<file path="config.mk">
export PLATFORM = sky130hd
export DESIGN_NAME = port_wr_sram_matcher
export DESIGN_NICKNAME = d
export VERILOG_FILES = /design/src/logic/sram_alloc_pkg.sv /design/src/logic/port_wr_sram_matcher.sv
export SDC_FILE = /design/constraint.sdc
export NUM_CORES = 1
export LEC_CHECK = 0
export BUFFER_PORTS_ARGS = -buffer_cell sky130_fd_sc_hd__clkbuf_2
export CAP_MARGIN = 20
export CORE_ASPECT_RATIO = 2
export CORE_MARGIN = 10
export CORE_UTILIZATION = 41
export CTS_CLUSTER_DIAMETER = 200
export DETAILED_ROUTE_END_ITERATION = 10
export PLACE_DENSITY = 0.74
export SYNTH_ARGS = -nofsm -noshare
export SYNTH_HDL_FRONTEND = slang
export SYNTH_SLANG_ARGS = --single-unit
</file>
<file path="constraint.sdc">
create_clock -name clk -period 3.7 [get_ports clk]
set_input_delay 0.925 -clock clk [delete_from_list [all_inputs] [get_ports clk]]
set_output_delay 0.925 -clock clk [all_outputs]
set_load 0.01 [all_outputs]
</file>
<file path="src/logic/sram_alloc_pkg.sv">
package sram_alloc_pkg;

    // Buffer SRAM count and the width of an index into them
    localparam int NUM_SRAM   = 32;
    localparam int SRAM_IDX_W = 5;

    // Destination ports of the switch
    localparam int NUM_PORT = 16;
    localparam int PORT_W   = 4;

    // Packet length in bytes as presented by the front end
    localparam int LEN_W = 9;

    // Free space is counted in 8-byte units
    localparam int SPACE_W    = 11;
    localparam int UNIT_SHIFT = 3;

    // Width of a per-SRAM, per-port packet counter
    localparam int AMOUNT_W = 9;

    // Width of the scan-window threshold and of the matcher tick
    localparam int TICK_W = 5;

    // Free space of every SRAM after reset, in units
    // Small on purpose so that a modest packet stream fills SRAMs
    localparam int SRAM_CAPACITY = 64;

    // Space a packet needs, in 8-byte units
    // The remainder is dropped, so only the upper bits of the length count
    function automatic logic [SPACE_W-1:0] len_units(input logic [LEN_W-1:0] len);
        logic [LEN_W-1:0] shifted;
        shifted = len >> UNIT_SHIFT;
        return SPACE_W'(shifted);
    endfunction

endpackage

</file>
<file path="src/logic/port_wr_sram_matcher.sv">
`timescale 1ns/1ps

module port_wr_sram_matcher import sram_alloc_pkg::*; (
    input  logic                  clk,
    input  logic                  rst_n,
    input  logic [TICK_W-1:0]     match_threshold,

    // Request side
    input  logic [LEN_W-1:0]      new_length,
    input  logic                  match_enable,
    output logic                  match_suc,

    // Scan side: the SRAM under test and the best one so far
    input  logic [SRAM_IDX_W-1:0] matching_sram,
    output logic [SRAM_IDX_W-1:0] matching_best_sram,
    output logic                  update_matched_sram,

    // Status of the SRAM under test, read from the table
    input  logic                  accessible,
    input  logic [SPACE_W-1:0]    free_space,
    input  logic [AMOUNT_W-1:0]   packet_amount
);

    typedef enum logic [1:0] {
        ST_IDLE,
        ST_MATCH,
        ST_DONE
    } match_state_t;

    match_state_t        state_q;
    logic                matching_find;
    logic [TICK_W-1:0]   matching_tick;
    logic [AMOUNT_W-1:0] max_amount;
    logic                scanning;
    logic                window_end;

    // Candidates are only looked at while a request waits and no result
    // has been handed out for it yet
    assign scanning   = match_enable && (state_q != ST_DONE);
    assign window_end = scanning && (matching_tick == match_threshold);

    // The SRAM under test replaces the best one when it is enabled, has
    // room for the packet and holds at least as many packets for the port
    // Using >= hands ties to the SRAM scanned later
    assign update_matched_sram = scanning && accessible
                                 && (free_space >= len_units(new_length))
                                 && (packet_amount >= max_amount);

    always_ff @(posedge clk) begin
        if (!rst_n) begin
            state_q   <= ST_IDLE;
            match_suc <= 1'b0;
        end else begin
            match_suc <= 1'b0;
            case (state_q)
                ST_IDLE, ST_MATCH: begin
                    // The SRAM seen in the last tick of the window counts too
                    if (window_end && (matching_find || update_matched_sram)) begin
                        state_q   <= ST_DONE;
                        match_suc <= 1'b1;
                    end else if (match_enable) begin
                        state_q <= ST_MATCH;
                    end else begin
                        state_q <= ST_IDLE;
                    end
                end
                // match_suc is high for exactly this one state
                default: begin
                    state_q <= ST_IDLE;
                end
            endcase
        end
    end

    // Scan tick, restarted at the end of each window
    // An empty window simply runs again from tick 0
    always_ff @(posedge clk) begin
        if (!rst_n) begin
            matching_tick <= '0;
        end else if (!scanning || (matching_tick == match_threshold)) begin
            matching_tick <= '0;
        end else begin
            matching_tick <= matching_tick + 1'b1;
        end
    end

    always_ff @(posedge clk) begin
        if (!rst_n) begin
            matching_find <= 1'b0;
            max_amount    <= '0;
        end else if (!scanning) begin
            matching_find <= 1'b0;
            max_amount    <= '0;
        end else if (update_matched_sram) begin
            matching_find <= 1'b1;
            max_amount    <= packet_amount;
        end
    end

    always_ff @(posedge clk) begin
        if (update_matched_sram) begin
            matching_best_sram <= matching_sram;
        end
    end

    // A success retires the request in the cursor, so the pulse cannot
    // repeat and no new window opens for the same request
    a_suc_one_cycle: assert property (
        @(posedge clk) disable iff (!rst_n)
        match_suc |=> (!match_suc && !match_enable)
    ) else $error("match_suc not followed by the end of the request");

    // The cursor keeps the request pending until it sees the success pulse
    a_suc_needs_enable: assert property (
        @(posedge clk) disable iff (!rst_n)
        match_suc |-> match_enable
    ) else $error("match_suc without a pending request");

endmodule

</file>
==> metrics.txt, run 1 <==
critical path capture point type=output pin; crit start category=primary input; Avg Cell Area, Syn=9.58 um2; setup_tns=0 ps; routed wire length=2770 um; Sink Count=22; number of global-route vias before repair=1128; layout cells sized above 1=30.0%; Layout fillers=294; Vias/cell=4.95; Initial Utilization=42.5%; clock power share=31.3%; Post-synth top flop=dfxtp_1; largest net degree at the start of global routing=22; Net Count, Synth=191; I/O pins=50; fin cells=210; Max H-tree Level=1; peak supply drop=0.196 mV; Critical Path Start=packet_amount[0]; GRT overflow=0; P_sw=0.000120 W; power per cell area=313 nW/um2; worst-margin pin slew=674 ps; Setup violations, final=0; Hold/Removal Path Class=reg2reg; Int Pwr=0.000370 W; cell mode on critical path=clkbuf_2; worst-path fanout max=2; Die Ht=98.6 um; Post-CTS Hold Buffers=0; switching share of power=24.4%; final core occ=52.6%; maximum clock insertion buffer count=2; post-synthesis sequential area ratio=38.8%; period utilization=86.8%; Placement Cell Area=1520 um2; Post-Syn Instances=132; clk slew on worst S/H paths=80 ps; cells on worst reg2reg path=7; Tmin final=3210 ps; R2R setup slack=1700 ps; CORE AREA=2980 um2; final hold viol count=0; fin. max-slew vios=0; Placer Congestion=0.728; Root Buffer=clkbuf_8; Post-synth EDFFs=5; post-cts resize count=0; Worst path slowest cell=a311oi_1; worst stage delay on the critical path=350 ps; nets=240; reg2reg end=matching_best_sram[0]$_DFFE_PP_; count of input and output buffers=46; initial antenna violation count=0; Final Skew=4.53 ps; end of the critical path=update_matched_sram; Vias=1039; Antenna Diode Count=0; R2R Path Start=max_amount[8]$_SDFFE_PN0P_; postcts setup bufs=0; Req. time, crit path=2770 ps; First-pass DRT Iterations=4; Static Leak=0.743 nW; DIE AREA=5840 um2; status=finished clean; wire per inst=13.2 um; Clk Latency, worst-skew pair=270 ps; CP Data Arrival Time=2290 ps; Slew headroom=55.1%; Yosys warning total=0; CTS tree=done; area grow syn2layout=23.8%; CTS Buf Count=3; FMAX=0.311 GHz; Comb pwr share=16.5%; CP Cell Sequence=clkbuf_2 -> inv_1 -> ha_1 -> nand2b_1 -> a41o_1 -> a311oi_1 -> a211oi_2 -> clkbuf_2; 1st-iter DRT viols=14; Max-Cap Viols=0; total placed cells including tap cells=206; Die Wd=59.3 um; Overall Global Routing Usage=10.1%; Synth async-reset ratio=0%; fin area=1570 um2; drc violations=0; DRT antenna net count=0; crit path kind=in2out; FF+latch count, synth=22; first-pass GRT wire length=4710 um; RSZ-0062 raised after global routing=false; Post-Syn Area=1260 um2; std cell rows=28; hpwl dp=2410 um; post-synthesis cell type count=32; sequential power share=52.2%
-- state kept, by name (all words and copies together), names as in the netlist --
signal,count
max_amount,9
matching_find,1
state_q,1
match_suc,1
matching_tick,5
matching_best_sram,5
-- per-layer routing --
metal | track usage (%) | vias up | part of all wire, %
li1 | - | 546 | -
met1 | 9.04 | 459 | 36
met2 | 18.3 | 29 | 54
met3 | 3.21 | 5 | 7.9
met4 | 5.68 | 0 | 2.3
met5 | 0 | - | 0
-- area by class of cell --
| cell class | instances | area [um2] | area share, % |
|---|---|---|---|
| Multi-Input combinational cell | 91 | 696 | 44.4 |
| Sequential cell | 22 | 490 | 31.3 |
| Tap cell | 30 | 37.5 | 2.40 |
| Timing Repair Buffer | 47 | 238 | 15.2 |
| Clock buffer | 4 | 45.0 | 2.88 |
| Inverter | 16 | 60.1 | 3.83 |
-- cell usage after synthesis, drive strengths merged, types with 2 or more instances --
master	number	area (um2)
edfxtp	5	150
nand2b	2	12.5
clkbuf	2	7.51
xor2	5	43.8
a21oi	4	20.0
nand2	22	82.6
nor2	4	15.0
mux2i	9	90.1
a211oi	2	20.0
ha	16	200
and3	2	12.5
nand3	4	20.0
dfxtp	17	340
inv	16	60.1
xnor2	3	26.3
o21ai	2	10.0
nor3b	2	15.0
nor2b	2	12.5
-- stage by stage --
stage / hold WS [ps] / total power, W / setup WS, ps
final: 458 / 0.000490 / 487
after global routing: 481 / 0.000513 / 384
after CTS: 459 / 0.000495 / 476
after detailed placement: 448 / 0.000343 / 478
after global placement: 442 / 0.000338 / 492
after floorplan: 435 / 0.000308 / 542
-- logic make-up (layout without fill, tap and decap cells) --
group,after synthesis,after routing,share of synthesized area [%]
XOR/XNOR,8,8,5.54
AND/OR/NAND/NOR,43,43,16.4
buffers and inverters,19,67,6.23
adder cells (fa/ha/maj),16,16,15.8
AO/OA/AOI/OAI,15,15,10.1
flip-flops,22,22,38.8
multiplexers,9,9,7.12
-- worst max-delay path: cells and delay by family --
kind	cells	cell delay, ps
and+or+nand+nor	1	140
adders and majority gates	1	270
AOI/OAI and AO/OA	3	670
buffers and inverters	3	280
-- worst min-delay path by stage --
| stage | start | endpoint | slack (ps) | depth (start not counted) |
|---|---|---|---|---|
| CTS | max_amount[4]$_SDFFE_PN0P_ | max_amount[4]$_SDFFE_PN0P_ | 460 | 2 |
| floorplan | max_amount[1]$_SDFFE_PN0P_ | max_amount[1]$_SDFFE_PN0P_ | 430 | 2 |
| global placement | max_amount[7]$_SDFFE_PN0P_ | max_amount[7]$_SDFFE_PN0P_ | 440 | 2 |
| finish | max_amount[4]$_SDFFE_PN0P_ | max_amount[4]$_SDFFE_PN0P_ | 460 | 2 |
| global route | max_amount[4]$_SDFFE_PN0P_ | max_amount[4]$_SDFFE_PN0P_ | 480 | 2 |
| detailed placement | max_amount[4]$_SDFFE_PN0P_ | max_amount[4]$_SDFFE_PN0P_ | 450 | 2 |
-- cells in the final DEF (no fill, tap or decap) --
cell type  Yosys  final
nand2_1       22     22
clkbuf_8       0      3
a211oi_1       1      1
mux2i_1        9      9
a21oi_1        4      4
nor3b_1        2      2
a311oi_1       1      1
a21o_1         1      1
nand2b_1       2      2
and3_1         2      2
o21ai_0        2      2
dfxtp_1       17     17
inv_1         16     16
a41o_1         1      1
a2111oi_4      1      1
o211a_1        1      1
or2_2          1      1
o21a_1         1      1
nor2b_1        2      2
buf_4          0      1
o22ai_1        1      1
nand4_1        1      1
nor2_1         4      4
nand3_1        4      4
clkbuf_2       0     46
clkbuf_1       2      1
xor2_1         5      5
and4_1         1      1
ha_1          16     16
edfxtp_1       5      5
a211oi_2       1      1
nor3_1         1      1
or4_4          1      1
xnor2_1        3      3
-- power by group through the flow --
stage | Clock (W) | Combinational (W) | Sequential (W)
finish | 0.000153 | 0.0000806 | 0.000256
global route | 0.000163 | 0.0000935 | 0.000256
CTS | 0.000156 | 0.0000826 | 0.000256
detailed placement | 0 | 0.0000821 | 0.000261
global placement | 0 | 0.0000773 | 0.000261
floorplan | 0 | 0.0000458 | 0.000262
(Power assumes the default switching activity.)
==> run 2, diff against run 1 <==
--- a/config.mk
+++ b/config.mk
@@ -5,7 +5,7 @@
 export SDC_FILE = /design/constraint.sdc
 export NUM_CORES = 1
 export LEC_CHECK = 0
-export BUFFER_PORTS_ARGS = -buffer_cell sky130_fd_sc_hd__clkbuf_2
+export BUFFER_PORTS_ARGS = -buffer_cell sky130_fd_sc_hd__buf_2
 export CAP_MARGIN = 20
 export CORE_ASPECT_RATIO = 2
 export CORE_MARGIN = 10
@@ -13,6 +13,7 @@
 export CTS_CLUSTER_DIAMETER = 200
 export DETAILED_ROUTE_END_ITERATION = 10
 export PLACE_DENSITY = 0.74
+export SETUP_SLACK_MARGIN = 0.3
 export SYNTH_ARGS = -nofsm -noshare
 export SYNTH_HDL_FRONTEND = slang
 export SYNTH_SLANG_ARGS = --single-unit
==> run 2 against run 1 <==
Combinational power is essentially flat. Sequential power is essentially flat. Routed wire length shrank 1.0%. Fmax fell by 0.49%. First-iteration DRC count shrank 7.1%. Utilization did not move. Die area unchanged. Sequential share of layout area stayed put. Via count increased by 2.2%. Critical endpoint unchanged. Largest cell class unchanged. Largest power group unchanged.
==> metrics.txt, run 2 (synthesized netlist as in run 1, its figures left out) <==
status=finished clean; Slew headroom=55.1%; postcts setup bufs=0; layout cells sized above 1=30.0%; RSZ-0062 raised after global routing=false; Setup violations, final=0; Max-Cap Viols=0; fin. max-slew vios=0; largest net degree at the start of global routing=22; First-pass DRT Iterations=4; post-cts resize count=0; initial antenna violation count=0; CTS tree=done; nets=240; crit path kind=in2out; Int Pwr=0.000369 W; I/O pins=50; CTS Buf Count=3; peak supply drop=0.285 mV; FMAX=0.310 GHz; worst-path fanout max=2; switching share of power=23.1%; Comb pwr share=16.7%; Top Registers=max_amount x9, matching_best_sram x5, matching_tick x5; most common cell after layout, fill and taps aside=buf_2; drc violations=0; maximum clock insertion buffer count=2; Tmin final=3230 ps; Reg with most FFs=max_amount; CP Data Arrival Time=2300 ps; most frequent cells in the layout=buf_2, nand2_1, dfxtp_1, inv_1, ha_1; P_sw=0.000111 W; GRT overflow=0; Hold/Removal Path Class=reg2reg; critical path capture point type=output pin; Die Ht=98.6 um; DRT antenna net count=0; setup_tns=0 ps; Initial Utilization=42.5%; Max H-tree Level=1; Req. time, crit path=2770 ps; count of input and output buffers=46; Post-CTS Hold Buffers=0; Static Leak=0.735 nW; area grow syn2layout=23.8%; period utilization=87.3%; Root Buffer=clkbuf_8; clock power share=30.1%; final core occ=52.6%; routed wire length=2740 um; CORE AREA=2980 um2; Die Wd=59.3 um; final hold viol count=0; fin cells=210; total placed cells including tap cells=206; max reg flops=9; Antenna Diode Count=0; hpwl dp=2410 um; crit start category=primary input; first-pass GRT wire length=4530 um; Layout fillers=289; power per cell area=307 nW/um2; worst-margin pin slew=674 ps; wire per inst=13.1 um; DIE AREA=5840 um2; clk slew on worst S/H paths=70 ps; Vias=1062; Sink Count=22; Final Skew=4.34 ps; number of global-route vias before repair=1133; Placer Congestion=0.731; Clk Latency, worst-skew pair=250 ps; Vias/cell=5.06; std cell rows=28; sequential power share=53.2%; Overall Global Routing Usage=9.46%; 1st-iter DRT viols=13
run 2: cell count changes in the layout (fill, tap and decap cells not counted):
cell	previous run	this run
buf_2	0	46
clkbuf_2	46	0
run 2: power by group through the flow:
stage          sequential [W]  combinational (W)  clock, W
6_report             0.000256          0.0000803  0.000145
5_1_grt              0.000256          0.0000916  0.000160
4_1_cts              0.000256          0.0000822  0.000150
3_5_place_dp         0.000261          0.0000817         0
3_3_place_gp         0.000261          0.0000772         0
2_1_floorplan        0.000262          0.0000458         0
run 2: final cells by class:
class	count	area [um2]	area share [%]
multi-input cells	91	696	44.4
flip-flops and latches	22	490	31.3
repair buffers	47	238	15.2
inverters	16	60.1	3.83
clock buffers	4	45.0	2.88
well taps	30	37.5	2.40
run 2: through the flow:
step	power (W)	worst slack (ps)	cell area, um2	hold WS, ps
after CTS	0.000488	463	1570	464
after floorplan	0.000308	542	1260	435
final	0.000480	471	1570	459
after detailed placement	0.000343	465	1520	452
after global routing	0.000508	419	1570	501
after global placement	0.000338	489	1520	442
run 2: worst paths after layout:
kind | start | endpoint | slack (ps) | depth (start not counted)
worst max-delay path | packet_amount[0] | update_matched_sram | 470 | 8
worst min-delay path | max_amount[6]$_SDFFE_PN0P_ | max_amount[6]$_SDFFE_PN0P_ | 460 | 2
worst max register to register | max_amount[8]$_SDFFE_PN0P_ | matching_best_sram[0]$_DFFE_PP_ | 1650 | 7
worst min register to register | max_amount[6]$_SDFFE_PN0P_ | max_amount[6]$_SDFFE_PN0P_ | 460 | 2
run 2: metal layers:
layer / vias up / global-route usage [%] / part of all wire (%) / routed length (um)
met5: - / 0 / 0 / 0
met4: 0 / 3.37 / 0.91 / 25
met3: 2 / 3.60 / 8.2 / 226
met2: 28 / 18.3 / 57 / 1550
met1: 487 / 7.99 / 34 / 937
li1: 545 / - / - / -
run 2: critical path, cell delays in order:
cell and delay, ps:
buf_2 90, inv_1 40, ha_1 260, nand2b_1 140, a41o_1 230, a311oi_1 360, a211oi_2 90, buf_2 160
==> run 3, diff against run 2 <==
==> constraint.sdc (replaced) <==
create_clock -name clk -period 4 [get_ports clk]
set_input_delay 1 -clock clk [delete_from_list [all_inputs] [get_ports clk]]
set_output_delay 1 -clock clk [all_outputs]
set_load 0.01 [all_outputs]
==> run 3 against run 2 <==
Combinational power is 7.1% lower. Flip-flop and latch count did not move. First-iteration DRC count down 62%. Setup slack better by 180 ps. Routed wire length up 2.3%. Global-route usage is 0.42 points higher. Cell count unchanged. Die area stayed put. Critical path depth unchanged. Via count rose by 0.94%. Clock skew decreased by 3.6 ps.
==> metrics.txt, run 3 (synthesized netlist as in run 1, its figures left out) <==
status=finished clean; Static Leak=0.735 nW; Die Ht=98.6 um; maximum clock insertion buffer count=2; Reg with most FFs=max_amount; first-pass GRT wire length=4630 um; nets=240; DRT antenna net count=0; Int Pwr=0.000340 W; period utilization=83.6%; power per cell area=286 nW/um2; Post-CTS Hold Buffers=0; max reg flops=9; RSZ-0062 raised after global routing=false; CORE AREA=2980 um2; hpwl dp=2400 um; drc violations=0; Comb pwr share=16.6%; clock power share=30.6%; Placer Congestion=0.728; fin. max-slew vios=0; 1st-iter DRT viols=5; Hold/Removal Path Class=reg2reg; Overall Global Routing Usage=9.89%; First-pass DRT Iterations=4; crit path kind=in2out; Initial Utilization=42.5%; Vias=1072; worst-margin pin slew=671 ps; CP Data Arrival Time=2340 ps; fin area=1570 um2; setup_tns=0 ps; Final Skew=0.773 ps; Slew headroom=55.2%; switching share of power=24.3%; final hold viol count=0; WHS Path Cells=2; FMAX=0.299 GHz; critical path capture point type=output pin; Tmin final=3340 ps; cells on worst reg2reg path=7; number of global-route vias before repair=1140; post-cts resize count=0; std cell rows=28; largest net degree at the start of global routing=22; most frequent cells in the layout=buf_2, nand2_1, dfxtp_1, inv_1, ha_1; CP Cell Sequence=buf_2 -> inv_1 -> ha_1 -> nand2b_1 -> a41o_1 -> a311oi_1 -> a211oi_2 -> buf_2; DIE AREA=5840 um2; CTS Buf Count=3; final core occ=52.6%; CTS tree=done; area grow syn2layout=23.8%; initial antenna violation count=0; cell mode on critical path=buf_2; final worst slack=655 ps; worst-path fanout max=2; pre-CTS setup slack=647 ps; count of input and output buffers=46; P_sw=0.000109 W; postcts setup bufs=0; Antenna Diode Count=0; I/O pins=50; Max-Cap Viols=0; sequential power share=52.7%; worst stage delay on the critical path=330 ps; Die Wd=59.3 um; peak supply drop=0.177 mV; Worst path slowest cell=a311oi_1; most common cell after layout, fill and taps aside=buf_2; wire per inst=13.4 um; Max H-tree Level=1; Setup violations, final=0; Vias/cell=5.10; Req. time, crit path=3000 ps; Root Buffer=clkbuf_8; routed wire length=2810 um; clk slew on worst S/H paths=70 ps; Clk Latency, worst-skew pair=260 ps; Top Registers=max_amount x9, matching_best_sram x5, matching_tick x5; Sink Count=22; GRT overflow=0; crit start category=primary input; layout cells sized above 1=30.0%; Placement Cell Area=1520 um2
[run 3: per-stage QoR]
stage,power [W],std cells,hold WS (ps)
finish,0.000449,210,458
global placement,0.000313,206,442
CTS,0.000453,210,461
floorplan,0.000285,132,435
global route,0.000470,210,481
detailed placement,0.000317,206,447
[run 3: layout make-up]
type / count / area, um2
fill: 287 / 1410
multi-input combinational: 91 / 696
sequential: 22 / 490
timing repair buffer: 47 / 238
inverter: 16 / 60.1
clock buffer: 3 / 41.3
tap: 30 / 37.5
clock inverter: 1 / 3.75
[run 3: worst paths after layout]
check,start,to,slack (ps)
max,packet_amount[0],update_matched_sram,660
min,max_amount[6]$_SDFFE_PN0P_,max_amount[6]$_SDFFE_PN0P_,460
max reg2reg,max_amount[8]$_SDFFE_PN0P_,matching_best_sram[3]$_DFFE_PP_,1960
min reg2reg,max_amount[6]$_SDFFE_PN0P_,max_amount[6]$_SDFFE_PN0P_,460
[run 3: metal layers]
metal | vias up | global-route usage [%] | part of all wire, %
met5 | - | 0 | 0
met4 | 0 | 6.22 | 3.3
met3 | 7 | 2.96 | 7.9
met2 | 31 | 17.8 | 54
li1 | 546 | - | -
met1 | 488 | 8.89 | 34
[run 3: power groups by stage]
stage	clock network [W]	logic, W	registers (W)
finish	0.000137	0.0000746	0.000237
global placement	0	0.0000715	0.000241
detailed placement	0	0.0000754	0.000242
global route	0.000147	0.0000857	0.000237
CTS	0.000140	0.0000763	0.000237
floorplan	0	0.0000424	0.000242
[run 3: worst max-delay path: cells and delay by family]
| kind | cells | cell delay, ps |
|---|---|---|
| compound gates | 3 | 650 |
| buf+inv | 3 | 300 |
| fa+ha+maj | 1 | 260 |
| simple gates | 1 | 150 |
