**src/logic/sram_alloc_pkg.sv**
```systemverilog
package sram_alloc_pkg;

    // Buffer SRAM count and the width of an index into them
    localparam int NUM_SRAM   = 32;
    localparam int SRAM_IDX_W = 5;

    // Destination ports of the switch
    localparam int NUM_PORT = 16;
    localparam int PORT_W   = 4;

    // Packet length in bytes as presented by the front end
    localparam int LEN_W = 9;

    // Free space is counted in 8-byte units
    localparam int SPACE_W    = 11;
    localparam int UNIT_SHIFT = 3;

    // Width of a per-SRAM, per-port packet counter
    localparam int AMOUNT_W = 9;

    // Width of the scan-window threshold and of the matcher tick
    localparam int TICK_W = 5;

    // Free space of every SRAM after reset, in units
    // Small on purpose so that a modest packet stream fills SRAMs
    localparam int SRAM_CAPACITY = 64;

    // Space a packet needs, in 8-byte units
    // The remainder is dropped, so only the upper bits of the length count
    function automatic logic [SPACE_W-1:0] len_units(input logic [LEN_W-1:0] len);
        logic [LEN_W-1:0] shifted;
        shifted = len >> UNIT_SHIFT;
        return SPACE_W'(shifted);
    endfunction

endpackage

```
**src/logic/sram_scan_cursor.sv**
```systemverilog
`timescale 1ns/1ps

module sram_scan_cursor import sram_alloc_pkg::*; (
    input  logic                  clk,
    input  logic                  rst_n,
    input  logic                  req,
    input  logic                  ack,
    input  logic                  match_suc,
    output logic                  match_enable,
    output logic [SRAM_IDX_W-1:0] matching_sram
);

    // A request is pending while req is up and not yet answered
    // The enable drops right after the matcher reports success, so it is
    // already low when ack rises on the following edge
    always_ff @(posedge clk) begin
        if (!rst_n) begin
            match_enable <= 1'b0;
        end else begin
            match_enable <= req && !ack && !match_suc;
        end
    end

    // Index of the SRAM under scan
    // It restarts at 0 for every request and walks all SRAMs in turn
    always_ff @(posedge clk) begin
        if (!rst_n) begin
            matching_sram <= '0;
        end else if (!match_enable) begin
            matching_sram <= '0;
        end else if (matching_sram == SRAM_IDX_W'(NUM_SRAM - 1)) begin
            matching_sram <= '0;
        end else begin
            matching_sram <= matching_sram + 1'b1;
        end
    end

    // A new scan must not start while the previous answer is still on ack
    a_no_enable_under_ack: assert property (
        @(posedge clk) disable iff (!rst_n)
        $rose(match_enable) |-> !ack
    ) else $error("match_enable rose while ack is high");

endmodule

```
**config.mk**
```make
export PLATFORM = sky130hd
export DESIGN_NAME = sram_scan_cursor
export DESIGN_NICKNAME = d
export VERILOG_FILES = /design/src/logic/sram_alloc_pkg.sv /design/src/logic/sram_scan_cursor.sv
export SDC_FILE = /design/constraint.sdc
export NUM_CORES = 1
export LEC_CHECK = 0
export BUFFER_PORTS_ARGS = -buffer_cell sky130_fd_sc_hd__buf_2
export CAP_MARGIN = 25
export CORE_AREA = 2 2 39 41
export DETAILED_ROUTE_END_ITERATION = 10
export DIE_AREA = 0 0 41 43
export PLACE_DENSITY = 0.4
export SLEW_MARGIN = 0
export SYNTH_ARGS = -nofsm -noshare
export SYNTH_HDL_FRONTEND = slang
export SYNTH_SLANG_ARGS = --single-unit
```
**constraint.sdc**
```tcl
create_clock -name clk -period 2.81 [get_ports clk]
set_input_delay 0.281 -clock clk [delete_from_list [all_inputs] [get_ports clk]]
set_output_delay 0.281 -clock clk [all_outputs]
set_load 0.02 [all_outputs]
```
==> results of run 1 <==
sequential cells by signal (all words and copies together), names as in the netlist:
register	flops
match_enable	1
matching_sram	5
metal layers:
layer / global-route usage (%) / share of wire, % / up-vias
li1: - / - / 105
met1: 9.65 / 43 / 93
met2: 8.13 / 40 / 14
met3: 7.85 / 15 / 2
met4: 6.00 / 1.6 / 0
met5: 0 / 0 / -
path summary, 6_finish.rpt:
| check | to | slack (ns) | depth (start not counted) |
|---|---|---|---|
| worst max-delay path | matching_sram[2] | 1.46 | 5 |
| worst min-delay path | match_enable | 0.33 | 2 |
| worst max register to register | matching_sram[2] | 1.46 | 5 |
| worst min register to register | matching_sram[0] | 0.47 | 1 |
kinds of logic (layout without fill, tap and decap cells):
logic type / Yosys count / after routing / synth area share [%]
simple gates: 10 / 10 / 29.7
flops: 6 / 6 / 49.2
fa+ha+maj: 2 / 2 / 10.3
buf+inv: 2 / 15 / 3.08
xor+xnor: 1 / 1 / 3.59
mux: 1 / 1 / 4.10
worst max-delay path: stages, from the launching register on:
cell and delay (ns):
dfxtp_1 0.33, ha_1 0.22, and3_2 0.18, ha_1 0.19
nand3b_1 0.24, nor2_1 0.13
final cells by class:
cell class              instances  area, um2
fillers                       154       1050
flip-flops and latches          6        120
inverters                       2       7.51
multi-input cells              14        116
well taps                      16       20.0
repair buffers                 10       50.0
clock buffers                   3       22.5
placed cells by master (no fill, tap or decap):
cell type / count
buf_2: 10
ha_1: 2
clkbuf_4: 3
mux2i_1: 1
nand4bb_1: 1
dfxtp_1: 6
xnor2_1: 1
inv_1: 2
nand3_2: 1
nand3b_1: 1
and3_2: 1
and4bb_2: 1
nand4b_1: 1
nor2_1: 4
stage by stage:
| stage | instance area [um2] | std cells | hold slack (ns) |
|---|---|---|---|
| after global placement | 314 | 48 | 0.450 |
| final | 337 | 51 | 0.334 |
| after detailed placement | 314 | 48 | 0.459 |
| after global routing | 337 | 51 | 0.331 |
| after floorplan | 244 | 22 | 0.451 |
| after CTS | 337 | 51 | 0.325 |
power by group:
part / internal (uW) / total (uW) / leakage, uW / switching [uW]
Combinational: 3.27 / 5.90 / 0.000100 / 2.63
Sequential: 86.1 / 86.8 / 0.0000484 / 0.721
Clock: 48.4 / 80.6 / 0.0000138 / 32.2
Total: 138 / 173 / 0.000162 / 35.6
==> results.md, run 1 <==
Floorplan:
- The initial utilization of the core area, before any placement, comes to 17.6%.
- In this run the count of I/O pins placed on the die edge is 11.
- In this run the standard cell core region covers 1380 um2.
- The x dimension of the die is 41 um.
- The number of core rows is 14.
- Measured along the y axis, the die boundary spans 43 um.
- The overall die area is 1760 um2.

Clocking:
- CTS built an H-tree with a depth of 1.
- The number of clock buffers inserted by TritonCTS is 3.
- The longest clock path from root to sink contains 2 buffers.
- The TritonCTS sink count is 6.
- The root buffer cell chosen for the clock tree is clkbuf_4.
- The clock tree from TritonCTS is built.
- At the later pin of the worst-skew pair, clock insertion delay measures 0.25 ns.
- After clock tree synthesis, the clock-pin slew on the worst setup and hold paths is 0.04 ns.
- The number of gates resized after cts is 0.
- For this design, the CTS-stage hold fixing added 0 buffers.
- The post-CTS repair timing setup buffer count is 0.

Worst setup path:
- The worst setup path is of the flop to flop kind.
- The biggest fanout along the worst timing path is 4.
- The reg-to-reg critical path startpoint is matching_sram[0].
- The data required time at the worst endpoint is 2.99 ns.
- The kind of end point of the critical path is a flop.
- The worst endpoint data arrival time is 1.54 ns.
- The critical path launch point type is a flop.
- The most critical setup path has its startpoint at matching_sram[0].

Yosys:
- The number of warnings issued by yosys is 0.
- The number of unique standard cell types used by synthesis is 12.
- The share of async-settable or async-resettable flops after synthesis is 0%.
- The largest area contributor in the synthesized netlist is dfxtp_1.
- The gate count after technology mapping is 22.
- In this run, synthesis produced a sequential element count of 6.
- The commonest register cell after synthesis is dfxtp_1.
- The number of flops mapped to enable cells by yosys is 0.
- Sorting the synthesized cells by area gives the leading types as dfxtp_1 (49%), ha_1 (10%), nor2_1 (6.2%), and4bb_2 (5.1%), nand4bb_1 (4.6%).
- The post-synthesis area per instance is 11.1 um2.
- The sequential element share of the synthesized area is 49.2%.
- The most common cell in the netlist is dfxtp_1.
- The cell area after synthesis is 244 um2.
- The commonest cells after synthesis are dfxtp_1 (6), nor2_1 (4), ha_1 (2), inv_1 (2).
- The share of the synthesized area in the top cell type is 49.2%.
- The number of nets handed over by synthesis was 29.

Placement:
- The congestion estimate from routability-driven global placement came to 0.725.
- After legalization and detailed placement, the total HPWL measured 384 um.
- The count of buffers added on input and output ports is 10.
- The worst setup slack after placement is 1.47 ns.

STA:
- The highest attainable clock frequency is 0.739 GHz.
- At the pin with the least slew margin, the transition time is 0.184 ns.
- The hold violation count in the final report is 0.
- Setup repair after global routing left no endpoint under its margin.
- The count of pins over their slew limit is 0.
- The total negative setup slack is 0 ns.
- The slack of the critical path is 1.46 ns.
- Subtracting the final worst setup slack from the clock period gives 1.35 ns.
- The share of the cycle needed by the critical path after routing is 48.2%.
- Clock skew on the completed layout was measured at 0.00233 ns.
- The worst pin sits at a relative slew slack of 87.7%.
- Setup violations remaining at the end of the flow were counted as 0.

Min path:
- The worst hold path belongs to the class primary input to flop.
- The source of the worst hold timing path is req.

Power and ir drop:
- The analysis attributes to cell leakage a power of 0.000162 uW.
- The total power is 173 uW.
- In this run the power density over the cells is 515 nW/um2.
- The worst IR drop on VDD is 0.162 mV.

Cells and area:
- From synthesis to final layout, the design area changed by 37.9%.
- The final-stage net count is 44.
- The number of inserted diodes is 0.
- The share of cells above drive strength 1 is 45.7%.
- The utilization after layout is 24.3%.

Detailed routing:
- After detailed routing, the average wire length per cell comes to 9.51 um.
- The post-detailed-routing wire length is 485 um.
- The DRC violation total after the first TritonRoute iteration is 0.
- In this run the remaining antenna-violating nets after routing total 0.
- After detailed routing, the number of remaining DRC violations is 0.
- For this run, the detailed router's first-pass iteration total came to 1.
- Using the TritonRoute via totals, the vias-per-cell ratio works out to 4.20.
- The count of vias placed by the detailed router is 214.

GRT:
- Entering global routing, the biggest net connects 5 pins.
- The all-layer global routing usage is 8.03%.
- The number of global-route vias before repair is 196.
- The global-route wire length before repair is 814 um.
- The remaining global-route overflow is 0.
- The number of antenna violations at the first check in global routing is 0.

Outcome:
- The flow ran to the end, and the final reports show no timing, DRC or antenna violations.

Flow run:
- Max-cap violations in this run came to 0.
No activity file was read; power rests on OpenSTA's default activity.
==> inputs of run 2 (changes only) <==
Settings changed: ABC_AREA from default to 1.
Clock period 2.81 ns to 1.32 ns, I/O delays scaled along.
==> run 2 against run 1 <==
Compared with the run above:
- wire length shrank 8.7%
- total power rose by 110%
- sequential cell count stayed put
- clock power up 110%
- combinational power is 120% higher
- count of clock-buffer cells in the layout unchanged
- clock skew grew 0.0061 ns
- fmax up 14%
- first-iteration DRC count is 3 higher
- critical path type unchanged
- highest routed layer unchanged
==> results.md, run 2 <==
Outcome:
- The flow ran to the end, and the final reports show no timing, DRC or antenna violations.

Yosys:
- After Yosys synthesis, full adders, half adders and majority gates account for 10.2% of the synthesized area.
- The gate count after technology mapping is 27.
- The average instance in the mapped netlist occupies 9.13 um2.
- The synthesis-stage register bit count is 6.
- The commonest register cell after synthesis is dfxtp_1.
- Summing the sequential cell areas from Yosys gives 48.7% of the chip area.
- The largest area contributor in the synthesized netlist is dfxtp_1.
- The number of unique standard cell types used by synthesis is 11.
- In the synthesized netlist, the cells that appear most often are dfxtp_1 (6), nor2_1 (5), inv_1 (4), nand2_1 (4), ha_1 (2).
- Of all flip-flops after synthesis, the portion carrying an async set or reset was 0%.
- The multiplexer fraction of the synthesized cell area is 0%.
- The number of nets in the synthesized netlist is 34.
- After synthesis, the largest area contributor takes up 48.7% of total cell area.
- For this run, the number of Yosys warnings is 0.
- The area fraction in compound gates after synthesis is 0%.
- The cell area that synthesis handed to floorplanning was 246 um2.
- In the post-synthesis netlist, the cell with the most instances is dfxtp_1.
- The synthesized netlist devotes 35.0% of its cell area to simple gates.
- Sorting the synthesized cells by area gives the leading types as dfxtp_1 (49%), ha_1 (10%), nand3b_4 (8.1%), nor2_1 (7.6%), inv_1 (6.1%).
- The number of flops mapped to enable cells by yosys is 0.
- After Yosys synthesis, XOR and XNOR cells account for 0% of the synthesized area.
- By area, the combinational part of the netlist is dominated by simple AND/OR/NAND/NOR gates.

Floorplan:
- The chip height is 43 um.
- The number of core rows is 14.
- The floorplan step set the die width to 41 um.
- The initial core utilization is 17.8%.
- The die covers 1760 um2.
- 11 I/O pins were placed.
- The placeable core area is 1380 um2.

Cells and area:
- The largest registers in the layout are matching_sram: 5 flops, match_enable: 1 flops.
- In the layout the commonest cells are buf_2 (10), nor2_1 (5), inv_1 (4), nand2_1 (4), dfxtp_1 (4).
- For this run, the share of the core covered by cells in the final layout is 24.7%.
- The register with the most flip-flops in the layout has 5 of them.
- Once layout is done, the placed cells without fillers occupy 342 um2.
- Of the cells placed in the final design, the portion with a size suffix greater than 1 is 45.0%.
- After the last flow step, the layout net total stands at 49.
- The most frequent standard cell in the layout excluding fill and tap cells is buf_2.
- Compared with the post-synthesis result, the final layout area differs by 38.6%.
- The number of inserted diodes is 0.
- The register ranked first by flip-flop count is matching_sram.

STA:
- Summed over all failing endpoints, the final setup total negative slack is 0 ns.
- The share of the cycle needed by the critical path after routing is 90.3%.
- Setup repair after global routing left no endpoint under its margin.
- Setup violations remaining at the end of the flow were counted as 0.
- The worst-case clock skew is 0.00839 ns.
- Headroom to the max-slew limit came out at 90.3%.
- The hold slack is 0.0491 ns.
- Static timing analysis puts the maximum clock frequency at 0.839 GHz.
- The hold violation count in the final report is 0.
- The post-route minimum period is 1.19 ns.
- The count of pins over their slew limit is 0.
- At the pin with the least slew margin, the transition time is 0.145 ns.

Power and ir drop:
- For this design the total switching power over the nets is 78.0 uW.
- In this run switching power makes up 21.0% of total power.
- Across the VDD grid, the largest voltage drop is 0.305 mV.
- Power comes to 371 uW.
- The share of power burned in combinational logic is 3.5%.
- The power density over the cells is 1090 nW/um2.
- The internal power of the cells totals 293 uW.
- The part of the total power dissipated in sequential elements is 49.8%.
- Of the total power, the clock network draws 46.7%.
- The static power due to leakage is 0.000185 uW.

Detailed routing:
- The count of vias placed by the detailed router is 211.
- The number of routed nets with antenna violations is 0.
- The vias per cell is 3.77.
- The detailed-route wire length per cell is 7.91 um.
- For this run, the detailed router's first-pass iteration total came to 2.
- Wires add up to 443 um.
- After the first detailed-routing iteration, the DRC count stood at 3.
- For this run, design rule violations remaining after detail routing come to 0.

Clocking:
- After clock tree synthesis, the setup repair step added 0 buffers.
- The number of buffers on the longest clock path is 2.
- At the later pin of the worst-skew pair, clock insertion delay measures 0.25 ns.
- Counting every sink on the clock net gives 6.
- After clock tree synthesis, the flow added hold-fix buffers numbering 0.
- Gates resized during post-CTS repair numbered 0.
- The clock-pin slew on the worst setup and hold paths is 0.05 ns.
- Buffers inserted during clock tree synthesis total 3.
- CTS built an H-tree with a depth of 1.
- The tree is rooted in a clkbuf_4.
- The clock tree from TritonCTS is built.

GRT:
- The largest net degree at the start of global routing is 6.
- The number of global-route vias before repair is 193.
- The remaining global-route overflow is 0.
- The number of antenna violations at the first check in global routing is 0.
- The global-route wire length before repair is 807 um.
- Across every metal layer, demand over resource in global routing totals 7.54%.

Worst setup path:
- On the critical path, the stage with the largest delay is an instance of dfxtp_2.
- STA classifies the critical path startpoint as a flop.
- The worst setup path category is flop to flop.
- STA puts the critical path data arrival time at 1.38 ns.
- The biggest fanout along the worst timing path is 5.
- STA puts the critical path data required time at 1.50 ns.
- The most repeated library cell on the critical path is ha_1.
- The kind of end point of the critical path is a flop.
- Walking the worst path, the cells encountered are ha_1 -> nand2_1 -> nor2_1 -> ha_1 -> nand3b_4 -> nor2_2.
- In this design, the stage delay of the slowest critical-path cell is 0.33 ns.

Placement:
- The number of buffers inserted by port buffering is 10.
- The placed instances occupy a cell area of 317 um2.
- The congestion estimate from routability-driven global placement came to 0.621.

Flow run:
- The number of max-cap violations is 0.

Min path:
- The tightest min-delay check is of the primary input to flop type.
==> run 2: changes by cell type in the layout (fill, tap and decap cells not counted), sizes merged, moves of 2 or more <==
cell / before / now
nor2: 4 / 6
nor3: 0 / 2
nand2: 0 / 4
inv: 2 / 4
==> run 2: cell type report <==
type,instances,area [um2]
inverters,4,15.0
multi-input cells,17,111
fillers,150,1040
clock buffers,3,22.5
well taps,16,20.0
repair buffers,10,50.0
flip-flops and latches,6,123
==> run 2: power by group through the flow <==
stage	combinational, uW	sequential, uW	clock (uW)
finish	13.0	184	173
global route	14.6	184	195
CTS	13.1	184	182
detailed placement	13.1	188	0
global placement	13.2	188	0
floorplan	2.82	189	0
==> run 2: final timing paths <==
| path | from | to | slack (ns) | depth (start not counted) |
|---|---|---|---|---|
| min reg2reg | matching_sram[0] | matching_sram[0] | 0.44 | 1 |
| max reg2reg | matching_sram[0] | matching_sram[3] | 0.13 | 6 |
| max | matching_sram[0] | matching_sram[3] | 0.13 | 6 |
| min | ack | match_enable | 0.05 | 2 |
==> run 2: metal layers <==
layer / part of all wire [%] / global-route usage [%] / up-vias / routed length (um)
met5: 0 / 0 / - / 0
met4: 2.5 / 6.00 / 0 / 11
met3: 14 / 6.28 / 2 / 64
met2: 32 / 7.50 / 13 / 143
met1: 50 / 9.68 / 85 / 223
li1: - / - / 111 / -
==> run 2: logic make-up (layout without fill, tap and decap cells) <==
family        count (synthesis)  after routing
simple gates                 15             15
flops                         6              6
fa+ha+maj                     2              2
buf+inv                       4             17
==> run 2: critical path: cells and delay by family, from the launching register on <==
| family | cells | cell delay [ns] |
|---|---|---|
| adder cells (fa/ha/maj) | 2 | 0.37 |
| flip-flops | 1 | 0.33 |
| AND/OR/NAND/NOR | 4 | 0.43 |
==> run 2: stage by stage <==
| stage | std cells | worst slack (ns) |
|---|---|---|
| floorplan | 27 | 0.0437 |
| global placement | 53 | 0.125 |
| detailed placement | 53 | 0.119 |
| CTS | 56 | 0.106 |
| global route | 56 | 0.00824 |
| finish | 56 | 0.128 |
==> inputs of run 3 (changes only) <==
Clock period 1.32 ns to 1.4 ns, I/O delays scaled along.
==> run 3 against run 2 <==
Compared with the run above:
- global-route usage shrank 0.90 points
- wire length shrank 1.6%
- via count rose by 0.47%
- critical path depth is the same
- non-clock buffer count unchanged
- worst setup slack gained 0.075 ns
- register-to-register slack improved by 0.08 ns
- largest power group unchanged
==> results.md, run 3 (synthesis gave the netlist of run 2 again) <==
Clocking:
- The tree is rooted in a clkbuf_4.
- The number of levels the H-tree was split into is 1.
- The number of clock buffers inserted by TritonCTS is 3.
- The number of buffers on the longest clock path is 2.
- For this design, the sink count on the clock tree is 6.
- The clock-pin slew on the worst setup and hold paths is 0.04 ns.
- The count of hold-fix buffers inserted at cts is 0.
- TritonCTS built the clock tree.
- Once the clock tree was built, the resizer swapped 0 gates to a different size.
- Post-CTS timing repair inserted 0 buffers for setup.
- The clock latency on the worst-skew pair is 0.24 ns.

STA:
- Summed over all failing endpoints, the final setup total negative slack is 0 ns.
- In the finished design, the share of the clock period the worst path needs comes to 85.5%.
- The highest attainable clock frequency is 0.836 GHz.
- The count of endpoints failing setup in the final report is 0.
- For the pin with the worst max-slew slack, the measured transition is 0.151 ns.
- The count of pins over their slew limit is 0.
- Hold timing on the final database bottoms out at a slack of 0.0620 ns.
- After layout, the minimum clock period comes to 1.20 ns.
- The worst-case clock skew is 0.000168 ns.
- Setup slack closes at 0.203 ns.
- The hold violation count in the final report is 0.
- Setup repair after global routing left no endpoint under its margin.
- The headroom to the max-slew limit is 89.8%.

Worst setup path:
- In this run the critical register-to-register path is captured at matching_sram[3].
- The number of cell instances on the worst register-to-register path is 6.
- The reg-to-reg critical path startpoint is matching_sram[0].
- The critical path launch point type is a flop.
- The biggest fanout along the worst timing path is 5.
- For flop-to-flop paths, the worst setup slack is 0.20 ns.
- The most repeated library cell on the critical path is ha_1.
- The worst endpoint data arrival time is 1.38 ns.
- The critical path goes through ha_1 -> nand2_1 -> nor2_1 -> ha_1 -> nand3b_4 -> nor2_2.
- The cell with the largest stage delay on the worst path is dfxtp_1.
- The critical path is of the flop to flop type.
- The delay of the slowest cell on the worst path is 0.33 ns.
- The data required time at the worst endpoint is 1.58 ns.
- The most critical setup path has its startpoint at matching_sram[0].
- In this design, the largest share of critical-path delay is due to simple AND/OR/NAND/NOR gates.
- The critical path buffer and inverter count is 0.
- The worst setup path is captured at a flop.

Floorplan:
- For this design the top-level I/O count stands at 11.
- The floorplan step set the die width to 41 um.
- After floorplanning, the core was sized to cover 1380 um2.
- The chip height is 43 um.
- The die covers 1760 um2.
- Row generation in the floorplan step produced 14 rows.
- For this configuration, the core starts out at a cell density of 17.8%.

Outcome:
- The flow ran to the end, and the final reports show no timing, DRC or antenna violations.

Cells and area:
- The largest registers in the layout are matching_sram: 5 flops, match_enable: 1 flops.
- The number of antenna diodes in the final layout is 0.
- The area growth from synthesis to final layout is 37.6%.
- The flip-flop count of the largest register, all copies and words added is 5.
- Counting the fill cells in the layout gives 155.
- The final instance count without filler cells is 56.
- The share of cells above drive strength 1 is 40.0%.
- The most frequent standard cell in the layout excluding fill and tap cells is buf_2.
- The top cell types in the final layout, fill and taps aside, are buf_2 (10), dfxtp_1 (6), nor2_1 (5).
- The register ranked first by flip-flop count is matching_sram.
- At the end of the flow, the number of nets in the layout was 49.

Detailed routing:
- The first-pass iteration count of the detailed router is 3.
- The post-detailed-routing wire length is 436 um.
- Dividing the detail-routed via count by the number of cells gives 3.79.
- After detailed routing, the number of remaining DRC violations is 0.
- The count of vias placed by the detailed router is 212.
- After detailed routing, the average wire length per cell comes to 7.79 um.
- The DRC violation total after the first TritonRoute iteration is 9.
- The detail route stage leaves a number of antenna-violating nets equal to 0.

Placement:
- The number of cells after detailed placement is 53.
- The final RePlAce weighted congestion is 0.603.
- OpenSTA, run right after detailed placement, puts the worst setup slack at 0.197 ns.
- Summed over all nets, the half-perimeter wirelength after detailed placement is 356 um.
- Buffers placed on the I/O ports in this run total 10.

GRT:
- Global routing used 6.64% of the available tracks.
- For met1 alone, demand over resource in global routing was 7.44%.
- The number of global-route vias before repair is 188.
- The remaining global-route overflow is 0.
- Global routing consumed, on the met3 layer, 6.28% of the routing resources.
- The layer with the highest usage after global routing is met2.
- The largest net degree at the start of global routing is 6.
- The first global-routing pass estimated 703 um of wire.
- The number of antenna violations at the first check in global routing is 0.
- In the global route stage, met2 resource usage came out at 7.81%.

Power and ir drop:
- The worst IR drop on VDD is 0.364 mV.
- The total power is 338 uW.
- In this run the static leakage power is 0.000184 uW.
- Dividing total power by cell area gives a power density of 996 nW/um2.

Min path:
- Along the worst hold path, the cell count comes to 2.
- The worst hold path belongs to the class primary input to flop.
- For hold timing, the worst endpoint is match_enable.
- The startpoint identified for the worst hold timing path is ack.

Flow run:
- The number of max-cap violations is 0.
[run 3: cell counts in the layout (fill, tap and decap cells not counted)]
Identical to the previous run, type by type.
[run 3: where the power goes]
group | internal [uW] | leakage [uW] | switching, uW | total (uW)
sequential | 173 | 0.0000484 | 1.29 | 174
combinational | 6.11 | 0.000121 | 6.22 | 12.3
clock | 96.4 | 0.0000138 | 54.8 | 151
total | 275 | 0.000184 | 62.3 | 338
[run 3: cell type report]
cell class | count | area, um2 | area share (%)
sequential | 6 | 120 | 35.4
multi-input combinational | 17 | 111 | 32.8
timing repair buffer | 10 | 50.0 | 14.8
clock buffer | 3 | 22.5 | 6.64
tap | 16 | 20.0 | 5.90
inverter | 4 | 15.0 | 4.43
[run 3: how the worst max path moves through the flow]
| stage | to | slack (ns) | cells after the start |
|---|---|---|---|
| 5_1_grt | matching_sram[0] | 0.05 | 6 |
| 6_report | matching_sram[3] | 0.20 | 6 |
| 3_5_place_dp | matching_sram[2] | 0.20 | 6 |
| 2_1_floorplan | matching_sram[0] | 0.12 | 6 |
| 4_1_cts | matching_sram[3] | 0.18 | 6 |
| 3_3_place_gp | matching_sram[3] | 0.21 | 6 |
[run 3: metrics by stage]
step	utilization (%)	instance area, um2
finish	24.5	339
global route	24.5	339
CTS	24.5	339
detailed placement	22.9	317
global placement	22.9	317
floorplan	-	246
[run 3: layer usage]
metal	share of wire [%]	wire length, um	vias to the layer above
met3	17	76	2
li1	-	-	112
met1	44	191	84
met4	1.4	6	0
met5	0	0	-
met2	37	162	14
[run 3: worst reg2reg max path: stages (launching register included)]
cell and delay [ns]:
dfxtp_1 0.33, ha_1 0.22, nand2_1 0.08, nor2_1 0.04, ha_1 0.16, nand3b_4 0.19
nor2_2 0.11
